### config.mk
export PLATFORM = sky130hd
export DESIGN_NAME = mem_1r2w_top
export DESIGN_NICKNAME = d
export VERILOG_FILES = /design/src/hw/mem_pkg.sv /design/src/hw/bank_array.sv /design/src/hw/bank_map_table.sv /design/src/hw/init_seq.sv /design/src/hw/mem_1r2w_top.sv /design/src/hw/sram_1r1w.sv
export VERILOG_INCLUDE_DIRS = /design/src /design/src/hw
export SDC_FILE = /design/constraint.sdc
export NUM_CORES = 2
export LEC_CHECK = 0
export BUFFER_PORTS_ARGS = -buffer_cell sky130_fd_sc_hd__buf_4
export CORE_ASPECT_RATIO = 0.8
export CORE_MARGIN = 3
export CORE_UTILIZATION = 56
export CTS_BUF_LIST = sky130_fd_sc_hd__clkbuf_4 sky130_fd_sc_hd__clkbuf_8
export CTS_CLUSTER_SIZE = 10
export DETAILED_ROUTE_END_ITERATION = 8
export PLACE_DENSITY = 0.83
export SLEW_MARGIN = 15
export SYNTH_ARGS = -nofsm -noshare
export SYNTH_HDL_FRONTEND = slang
export SYNTH_SLANG_ARGS = --single-unit
export TNS_END_PERCENT = 30
### constraint.sdc
create_clock -name clk -period 18.5 [get_ports clk]
set_clock_uncertainty 0.1 [all_clocks]
set_input_delay 2.775 -clock clk [delete_from_list [all_inputs] [get_ports clk]]
set_output_delay 2.775 -clock clk [all_outputs]
set_load 0.03 [all_outputs]
### src/hw/mem_defs.svh
`ifndef MEM_DEFS_SVH
`define MEM_DEFS_SVH

`define MEM_DATA_W    32
`define MEM_NUM_VBNK  4
`define MEM_BIT_VBNK  2
// one spare physical bank on top of the virtual ones.
`define MEM_NUM_PBNK  5
`define MEM_BIT_PBNK  3
`define MEM_NUM_VROW  16
`define MEM_BIT_VROW  4
`define MEM_BIT_ADDR  6  // virtual bank bits above the row bits.

`endif

### src/hw/mem_pkg.sv
`include "mem_defs.svh"

package mem_pkg;

  typedef logic [`MEM_DATA_W-1:0]   data_t;
  typedef logic [`MEM_BIT_ADDR-1:0] addr_t;   // {vbank, vrow}.
  typedef logic [`MEM_BIT_VBNK-1:0] vbank_t;
  typedef logic [`MEM_BIT_VROW-1:0] vrow_t;
  typedef logic [`MEM_BIT_PBNK-1:0] pbank_t;

  typedef enum logic {
    INIT_CLEAR,
    INIT_DONE
  } init_state_t;

endpackage

### src/hw/bank_array.sv
`timescale 1ns/10ps
`include "mem_defs.svh"

module bank_array import mem_pkg::*; (
  input  logic   clk,
  input  logic   init_active,
  input  vrow_t  init_row,
  input  logic   wr0,
  input  vrow_t  wr0_vrow,
  input  data_t  wr0_din,
  input  pbank_t wr0_pbank,
  input  logic   wr1,
  input  vrow_t  wr1_vrow,
  input  data_t  wr1_din,
  input  pbank_t wr1_pbank,
  input  logic   rd,
  input  vrow_t  rd_vrow,
  input  pbank_t rd_pbank,
  output logic   rd_vld,
  output data_t  rd_dout
);

  data_t  bank_dout [`MEM_NUM_PBNK];
  pbank_t rd_pbank_q;

  for (genvar b = 0; b < `MEM_NUM_PBNK; b++) begin : g_bank
    logic  hit0;
    logic  hit1;
    logic  bank_wr;
    vrow_t bank_wr_adr;
    data_t bank_din;

    // the map table never steers both writes into one bank.
    assign hit0 = wr0 && (wr0_pbank == pbank_t'(b));
    assign hit1 = wr1 && (wr1_pbank == pbank_t'(b));

    assign bank_wr     = init_active || hit0 || hit1;
    assign bank_wr_adr = init_active ? init_row : (hit1 ? wr1_vrow : wr0_vrow);
    assign bank_din    = init_active ? '0 : (hit1 ? wr1_din : wr0_din);

    sram_1r1w u_sram (
      .clk    (clk),
      .write  (bank_wr),
      .wr_adr (bank_wr_adr),
      .din    (bank_din),
      .read   (rd),
      .rd_adr (rd_vrow),
      .dout   (bank_dout[b])
    );
  end

  always_ff @(posedge clk) begin
    rd_vld <= rd;
    if (rd) begin
      rd_pbank_q <= rd_pbank;
    end
  end

  // every bank was read and the registered mapping picks the one that holds the word.
  assign rd_dout = bank_dout[rd_pbank_q];

endmodule

### src/hw/bank_map_table.sv
`timescale 1ns/10ps
`include "mem_defs.svh"

module bank_map_table import mem_pkg::*; (
  input  logic   clk,
  input  logic   rst_n,
  input  logic   init_active,
  input  vbank_t rd_vbank,
  input  vrow_t  rd_vrow,
  input  logic   wr0,
  input  vbank_t wr0_vbank,
  input  vrow_t  wr0_vrow,
  input  logic   wr1,
  input  vbank_t wr1_vbank,
  input  vrow_t  wr1_vrow,
  output pbank_t rd_pbank,
  output pbank_t wr0_pbank,
  output pbank_t wr1_pbank
);

  // the physical bank that holds each virtual bank of a row.
  pbank_t map_q  [`MEM_NUM_VROW][`MEM_NUM_VBNK];
  // the one physical bank of a row that no virtual bank uses.
  pbank_t free_q [`MEM_NUM_VROW];

  pbank_t wr1_map;
  pbank_t wr1_free;
  logic   wr1_redirect;

  // all lookups see the map as it stood before this edge.
  assign rd_pbank  = map_q[rd_vrow][rd_vbank];
  assign wr0_pbank = map_q[wr0_vrow][wr0_vbank];
  assign wr1_map   = map_q[wr1_vrow][wr1_vbank];
  assign wr1_free  = free_q[wr1_vrow];

  // each bank has a single write port, so wr1 moves aside when both land on one bank.
  assign wr1_redirect = wr0 && wr1 && (wr0_pbank == wr1_map);

  assign wr1_pbank = wr1_redirect ? wr1_free : wr1_map;

  always_ff @(posedge clk) begin
    if (!rst_n || init_active) begin
      for (int r = 0; r < `MEM_NUM_VROW; r++) begin
        for (int v = 0; v < `MEM_NUM_VBNK; v++) begin
          map_q[r][v] <= pbank_t'(v);  // identity map.
        end
        free_q[r] <= pbank_t'(`MEM_NUM_VBNK);
      end
    end else if (wr1_redirect) begin
      // the word now lives in the old free bank, and its old slot is released.
      map_q[wr1_vrow][wr1_vbank] <= wr1_free;
      free_q[wr1_vrow]           <= wr1_map;
    end
  end

endmodule

### src/hw/init_seq.sv
`timescale 1ns/10ps
`include "mem_defs.svh"

module init_seq import mem_pkg::*; (
  input  logic  clk,
  input  logic  rst_n,
  output logic  ready,
  output logic  init_active,
  output vrow_t init_row
);

  localparam vrow_t LAST_ROW = vrow_t'(`MEM_NUM_VROW - 1);

  init_state_t state_q;
  vrow_t       row_q;

  // one row of every bank is cleared per cycle.
  always_ff @(posedge clk) begin
    if (!rst_n) begin
      state_q <= INIT_CLEAR;
      row_q   <= '0;
    end else begin
      case (state_q)
        INIT_CLEAR: begin
          row_q <= row_q + 1'b1;
          if (row_q == LAST_ROW) begin
            state_q <= INIT_DONE;  // the last row is written at this edge.
          end
        end
        default: state_q <= INIT_DONE;
      endcase
    end
  end

  assign init_active = (state_q == INIT_CLEAR);
  assign ready       = (state_q == INIT_DONE);
  assign init_row    = row_q;

endmodule

### src/hw/mem_1r2w_top.sv
`timescale 1ns/10ps
`include "mem_defs.svh"

module mem_1r2w_top import mem_pkg::*; (
  input  logic  clk,
  input  logic  rst_n,
  input  logic  wr0,
  input  addr_t wr0_adr,
  input  data_t wr0_din,
  input  logic  wr1,
  input  addr_t wr1_adr,
  input  data_t wr1_din,
  input  logic  rd,
  input  addr_t rd_adr,
  output logic  ready,
  output logic  rd_vld,
  output data_t rd_dout
);

  logic   init_active;
  vrow_t  init_row;
  logic   wr0_live;
  logic   wr1_live;
  logic   rd_live;
  vbank_t wr0_vbank;
  vbank_t wr1_vbank;
  vbank_t rd_vbank;
  vrow_t  wr0_vrow;
  vrow_t  wr1_vrow;
  vrow_t  rd_vrow;
  pbank_t wr0_pbank;
  pbank_t wr1_pbank;
  pbank_t rd_pbank;

  // requests before init completes are dropped.
  assign wr0_live = wr0 && ready;
  assign wr1_live = wr1 && ready;
  assign rd_live  = rd && ready;

  assign {wr0_vbank, wr0_vrow} = wr0_adr;
  assign {wr1_vbank, wr1_vrow} = wr1_adr;
  assign {rd_vbank, rd_vrow}   = rd_adr;

  init_seq u_init_seq (
    .clk         (clk),
    .rst_n       (rst_n),
    .ready       (ready),
    .init_active (init_active),
    .init_row    (init_row)
  );

  bank_map_table u_bank_map_table (
    .clk         (clk),
    .rst_n       (rst_n),
    .init_active (init_active),
    .rd_vbank    (rd_vbank),
    .rd_vrow     (rd_vrow),
    .wr0         (wr0_live),
    .wr0_vbank   (wr0_vbank),
    .wr0_vrow    (wr0_vrow),
    .wr1         (wr1_live),
    .wr1_vbank   (wr1_vbank),
    .wr1_vrow    (wr1_vrow),
    .rd_pbank    (rd_pbank),
    .wr0_pbank   (wr0_pbank),
    .wr1_pbank   (wr1_pbank)
  );

  bank_array u_bank_array (
    .clk         (clk),
    .init_active (init_active),
    .init_row    (init_row),
    .wr0         (wr0_live),
    .wr0_vrow    (wr0_vrow),
    .wr0_din     (wr0_din),
    .wr0_pbank   (wr0_pbank),
    .wr1         (wr1_live),
    .wr1_vrow    (wr1_vrow),
    .wr1_din     (wr1_din),
    .wr1_pbank   (wr1_pbank),
    .rd          (rd_live),
    .rd_vrow     (rd_vrow),
    .rd_pbank    (rd_pbank),
    .rd_vld      (rd_vld),
    .rd_dout     (rd_dout)
  );

endmodule

### src/hw/sram_1r1w.sv
`timescale 1ns/10ps
`include "mem_defs.svh"

module sram_1r1w import mem_pkg::*; (
  input  logic  clk,
  input  logic  write,
  input  vrow_t wr_adr,
  input  data_t din,
  input  logic  read,
  input  vrow_t rd_adr,
  output data_t dout
);

  data_t mem [`MEM_NUM_VROW];

  always_ff @(posedge clk) begin
    if (write) begin
      mem[wr_adr] <= din;
    end
  end

  // a read of the row being written this cycle sees the old word.
  always_ff @(posedge clk) begin
    if (read) begin
      dout <= mem[rd_adr];
    end
  end

endmodule

* Word-level counts from Yosys, hierarchy flattened
Memory sizes are Yosys's and may differ from the RTL's. A register that Yosys moved wholly into a read port is not among the register bits. Cells that the tools add are included.
Operators by class: add/sub/neg operators 1, eq/ne operators 10, reductions and logical operators 32, order comparisons 5, bitwise gates (word level) 5, mux-type cells 59
Operator list (count):
- 32-bit 2-to-1 mux | 12
- 32-bit binary-select mux with 3-bit select | 1
- 4-bit 2-to-1 mux | 12
- 12-bit 2-to-1 mux | 3
- 3-bit 2-to-1 mux | 9
- 3-bit binary-select mux with 2-bit select | 3
- 1-bit 2-to-1 mux | 18
- 1-bit logical AND | 16
- 3-bit by 2-bit == test with 1-bit output (second input constant) | 4
- 12-bit OR reduction | 1
- 1-bit logical OR | 11
- 3-bit greater-or-equal comparator (second input constant) | 3
- 2-bit inverter with 3-bit output | 3
- 3-bit demux with 2-bit select | 1
- 3-bit by 1-bit == test with 1-bit output (second input constant) | 2
- 3-bit == test (second input constant) | 2
- 3-bit logical NOT | 2
- 4-bit by 1-bit adder with 4-bit output (second input constant) | 1
- 4-bit == test (second input constant) | 1
- 4-bit greater-or-equal comparator (second input constant) | 1
- 3-bit inverter with 4-bit output | 1
- 3-bit == test | 1
- 3-bit by 1-bit less-than comparator with 1-bit output (second input constant) | 1
- 3-bit OR reduction | 1
- 2 further kinds | 2
Word-level totals: bits in writable memories 2800, register bits after elaboration 9, output and inout port bits 34, word-level logic and storage cells 123, memories 7, input port bits 87
Memory list:
- u_bank_array.g_bank[0].u_sram.mem | words 16, bits a word 32, rd ports 1, clocked after memory_dff 1, write ports 1, line sram_1r1w.sv:14 | data_t mem [`MEM_NUM_VROW];
- u_bank_array.g_bank[1].u_sram.mem | words 16, bits a word 32, rd ports 1, clocked after memory_dff 1, write ports 1, line sram_1r1w.sv:14
- u_bank_array.g_bank[2].u_sram.mem | words 16, bits a word 32, rd ports 1, clocked after memory_dff 1, write ports 1, line sram_1r1w.sv:14
- u_bank_array.g_bank[3].u_sram.mem | words 16, bits a word 32, rd ports 1, clocked after memory_dff 1, write ports 1, line sram_1r1w.sv:14
- u_bank_array.g_bank[4].u_sram.mem | words 16, bits a word 32, rd ports 1, clocked after memory_dff 1, write ports 1, line sram_1r1w.sv:14
- u_bank_map_table.map_q | words 16, bits a word 12, rd ports 3, clocked after memory_dff 0, write ports 16, line bank_map_table.sv:22 | pbank_t map_q [`MEM_NUM_VROW][`MEM_NUM_VBNK];
- 1 more memories

* Logic depth before layout (Yosys ltp)
depth after elaboration 12, mapped depth 17

* Modules after synthesis
From an unflattened synthesis, not the netlist that was laid out.
Second synthesis, totals: cell total of the unflattened synthesis 6101, area total of the unflattened synthesis 120042.6 µm²
By module, submodules not included:
- sram_1r1w | cells each 838, instances 5, sequential area each 16335.7 µm², area each 20174.3 µm²
- bank_map_table | cells each 1084, instances 1, sequential area each 7206.9 µm², area each 14595.2 µm²
- bank_array | cells each 805, instances 1, sequential area each 110.1 µm², area each 4351.7 µm²
- init_seq | cells each 19, instances 1, sequential area each 100.1 µm², area each 205.2 µm²
- mem_1r2w_top | cells each 3, instances 1, sequential area each 0.0 µm², area each 18.8 µm²

* Least setup slack after synthesis
No wires, ideal clock.
kind input -> register, from input port wr1_adr[1], to memory u_bank_array.g_bank[3].u_sram.mem[8][0] (netlist name), enable pin, arrival 9.293 ns, buffers on the path 4, stages on the path 14, path slack 8.594 ns, path through clkbuf_1 -> buf_2 -> buf_1 -> mux4_2 -> a22oi_1 -> a21oi_1 -> nor4_4 -> buf_6 -> nand3_2 -> or3_1 -> a31oi_2 -> or2_1 -> mux2_1 -> nor4b_1
Between the ends: longest elaborated chain between the ends 12, elaborated cells between the ends (all ways) 15, classes of those cells eq/ne: 2; mux: 8; reduce/logical: 3; memory: 2
Ends and longest elaborated chain:
- start, declared | line mem_1r2w_top.sv:11 | input addr_t wr1_adr,
- memory 16 x 12 bit
- 3-bit binary-select mux with 2-bit select | line bank_map_table.sv:33 | assign wr1_map = map_q[wr1_vrow][wr1_vbank];
- 3-bit 2-to-1 mux (implied by the code) (2 in a row) | line bank_map_table.sv:33
- 3-bit == test | line bank_map_table.sv:37 | assign wr1_redirect = wr0 && wr1 && (wr0_pbank == wr1_map);
- 1-bit logical AND | line bank_map_table.sv:37
- 3-bit 2-to-1 mux | line bank_map_table.sv:39 | assign wr1_pbank = wr1_redirect ? wr1_free : wr1_map;
- 3-bit by 2-bit == test with 1-bit output | line bank_array.sv:35 | assign hit1 = wr1 && (wr1_pbank == pbank_t'(b));
- 1-bit logical AND | line bank_array.sv:35
- 1-bit logical OR | line bank_array.sv:37 | assign bank_wr = init_active || hit0 || hit1;
- 1-bit 2-to-1 mux | line sram_1r1w.sv:17 | if (write) begin
- 1-bit 2-to-1 mux (implied by the code) | line sram_1r1w.sv:18 | mem[wr_adr] <= din;
- end, declared | line sram_1r1w.sv:14
Several ways; a longest one is shown, not always the timed one. The select of a mux whose other input is x is not followed.

* Worst setup path after layout
from input port wr1_adr[0], to memory u_bank_array.g_bank[2].u_sram.mem[15][21] (netlist name), enable pin
Between the ends: longest elaborated chain between the ends 12, elaborated cells between the ends (all ways) 15, classes of those cells eq/ne: 2; mux: 8; reduce/logical: 3; memory: 2
Ends and longest elaborated chain (line):
- memory 16 x 12 bit
- 3-bit binary-select mux with 2-bit select | bank_map_table.sv:33
- 3-bit 2-to-1 mux (implied by the code) (2 in a row) | bank_map_table.sv:33
- 3-bit == test | bank_map_table.sv:37
- 1-bit logical AND | bank_map_table.sv:37
- 3-bit 2-to-1 mux | bank_map_table.sv:39
- 3-bit by 2-bit == test with 1-bit output | bank_array.sv:35
- 1-bit logical AND | bank_array.sv:35
- 1-bit logical OR | bank_array.sv:37
- 1-bit 2-to-1 mux | sram_1r1w.sv:17
- 1-bit 2-to-1 mux (implied by the code) | sram_1r1w.sv:18
- end, declared | sram_1r1w.sv:14
Several ways; a longest one is shown, not always the timed one. The select of a mux whose other input is x is not followed.

==> qor.yml <==
overflow: 0
clkTransAtPathRegs_ns: 0.06
post_synth.cell_area_avg_sq_um: 20.88
hold_depth: 2
irDropWorstVdd_v: 0.00009129
htreeDepth: 5
layout_min_cycle_time_ns: 9.234
syn-cell-area_sq_um: 120100
p_leak_nw: 42.75
synth-seq-cells: 2969
port_buffers: 120
final_antenna_net_count: 0
grt.total_usage_pct: 30.30
cts_resized: 0
r2r_cells: 13
mostFrequentLayoutCells: "2963 x edfxtp_1, 953 x mux4_2, 445 x clkbuf_8, 391 x nand2_1, 261 x nor2_1"
routabilityCongestion: 0.9551
whs_ns: 0.5200
die-height_microns: 420.3
setup_tns_ns: 0
arrival_ns: 9.92
r2r_slack_ns: 11.77
min_from: "u_init_seq.init_row[0]"
synth_edf_count: 2963
viasPerCell: 7.156
grt_pass1_wl_microns: 469900
cts_hold_buf: 0
hold_path_class: "reg2reg"
final_common_cell: "edfxtp_1"
worstMarginPinSlew_ns: 1.314
min_to: "u_init_seq.init_row[0]"
dieArea_sq_um: 220200
register_area_sq_um: 89100
timing_worst_setup_path_type: "in2reg"
hold_viol: 0
p_per_area_nw_per_um2: 99.58
synth.distinct_cells: 84
max_cap_viol_count: 0
cts_inserted_buffers: 439
fmax_mhz: 108.3
yosysSeqAreaShare_pct: 74.16
die_w_microns: 523.9
first_pass_iters: 8
drive_gt1_share_pct: 31.90
cts_root_buf: "clkbuf_8"
async_flop_share_pct: 0
wirelength_microns: 332500
max-slew-margin-rel_pct: 12.37
syn_inst: 5755
rsz0062_at_grt: "false"
antenna_found_initial: 45
grt_pass1_vias: 64770
synth_ff_type: "edfxtp_1"
drv_slew: 0
worstPathRequired_ns: 19.19
outcome: "completed"
syn_to_final_growth_pct: 10.67
core-area_sq_um: 212500
min_period_over_period_pct: 49.92
crit_path_end_kind: "flop"
yosys_warnings: 0
row_count: 151
yosys.area.top_type: "edfxtp_1"
drc: 0
post-dp-hpwl_microns: 193700
multi_input_area_sq_um: 30110
final-setup-viol-count: 0
vias: 66300
worstPathMaxFanout: 38
ios: 121
timing.rr.start: "u_bank_map_table.map_q[15][1]"
drtIter0Drc: 12460
initial_core_util_pct: 56.52
cts_buffer_depth: 4
yosysTopAreaCellShare_pct: 74.06
reg2reg_to: "u_bank_array.g_bank[2].u_sram.mem[15][21]"
clkLatencyLatePin_ns: 1.14
post-cts-setup-buffers: 0
final_nets: 6160
clock-sinks: 2969
startpoint_type: "primary input"
cts_tree: "done"
ys_top_cells_by_area: "edfxtp_1 74%, mux4_2 18%, nand2_1 1.2%"
synth_nets: 5843
grt_max_degree: 152
wire_per_inst_microns: 35.89
fillers: 13250
## Yosys cell counts (3+ instances only)
cell type and number:
nand2_1 391, buf_6 8, o21ai_1 5, buf_1 79, inv_1 5, buf_2 30
edfxtp_1 2963, nand4_1 4, nor2_2 5, nor2b_1 22, a41o_1 3, or2_2 4
nor3b_1 3, buf_12 3, a21oi_1 196, a31oi_1 5, o22ai_1 34, and4_1 3
mux4_2 953, o21ai_0 72, o211ai_1 3, a22oi_1 34, mux2_2 7, nor3_1 41
buf_4 3, mux2i_1 138, xnor2_1 3, nor4b_1 6, and2_1 10, nor4_1 45
a211oi_1 19, clkbuf_1 256, a221oi_1 5, nand2b_1 13, and3_1 15, dfxtp_1 6
nor2_1 268, a21o_1 5, nand3_1 29
## metrics by stage
stage	setup WS, ns	util, %	std cells	instance area (sq um)	total power, mW
2_1_floorplan	8.594	-	5755	120100	8.075
3_3_place_gp	8.338	58.61	8459	124600	8.332
3_5_place_dp	8.189	58.62	8461	124600	8.361
4_1_cts	9.456	62.40	9218	132600	13.24
5_1_grt	8.977	62.52	9234	132900	13.57
6_report	9.266	62.55	9265	133000	13.24
## critical path, cell delays in order
cell and delay [ns]:
buf_4 0.53, buf_4 0.68, mux4_2 0.60, a22oi_1 0.21, a21oi_1 0.17, nor4_4 0.30, buf_4 0.31, xnor2_1 0.15
nor3_4 0.86, a31oi_2 0.36, nor2_4 0.22, buf_4 0.62, a21oi_1 0.51, nor4_2 0.86, buf_4 0.60
## worst max path at each step
stage	slack, ns	start	end
after floorplan	8.59	wr1_adr[1]	u_bank_array.g_bank[3].u_sram.mem[8][0]
after global placement	8.34	wr1_adr[0]	u_bank_array.g_bank[2].u_sram.mem[15][27]
after detailed placement	8.19	wr1_adr[0]	u_bank_array.g_bank[2].u_sram.mem[15][24]
after CTS	9.46	wr1_adr[0]	u_bank_array.g_bank[2].u_sram.mem[15][30]
after global routing	8.98	wr1_adr[0]	u_bank_array.g_bank[2].u_sram.mem[15][14]
final	9.27	wr1_adr[0]	u_bank_array.g_bank[2].u_sram.mem[15][21]
## power by group
part,switching (mW),internal [mW],total (mW)
clock network,2.43,2.56,4.99
logic,0.475,0.287,0.763
registers,0.0337,7.45,7.49
total,2.94,10.3,13.2
## area by class of cell
| cell class | count | share of cell area [%] |
|---|---|---|
| antenna | 47 | 0.08846 |
| clock buffer | 585 | 5.397 |
| clock inverter | 172 | 0.6418 |
| inverter | 7 | 0.02353 |
| multi-input combinational | 2398 | 22.65 |
| sequential | 2969 | 67.01 |
| tap | 2830 | 2.663 |
| timing repair buffer | 257 | 1.531 |
## layer usage
layer | vias to the layer above | track usage, % | wire length (microns)
li1 | 24770 | - | -
met1 | 33530 | 40.42 | 107800
met2 | 6710 | 41.64 | 144600
met3 | 1251 | 13.25 | 58160
met4 | 37 | 17.62 | 21590
met5 | - | 0.6203 | 350
## sequential cells by signal, indices dropped and copies added (netlist names)
name / flops
u_bank_array.g_bank.u_sram.mem: 2560
u_bank_map_table.map_q: 192
u_bank_array.g_bank.u_sram.dout: 160
u_bank_map_table.free_q: 48
u_init_seq.init_row: 4
u_bank_array.rd_pbank_q: 3
u_bank_array.rd_vld: 1
u_init_seq.ready: 1
## cells by family after synthesis
logic type / count (synthesis) / share of synthesized area [%]
adders and majority gates: 1 / 0.01041
and+or+nand+nor: 881 / 3.271
xor gates and xnor gates: 4 / 0.03542
buffers and inverters: 388 / 1.362
AOI/OAI and AO/OA: 413 / 2.072
DFF: 2969 / 74.16
muxes: 1099 / 19.09
Note: power is estimated with default switching activity, not from simulation.
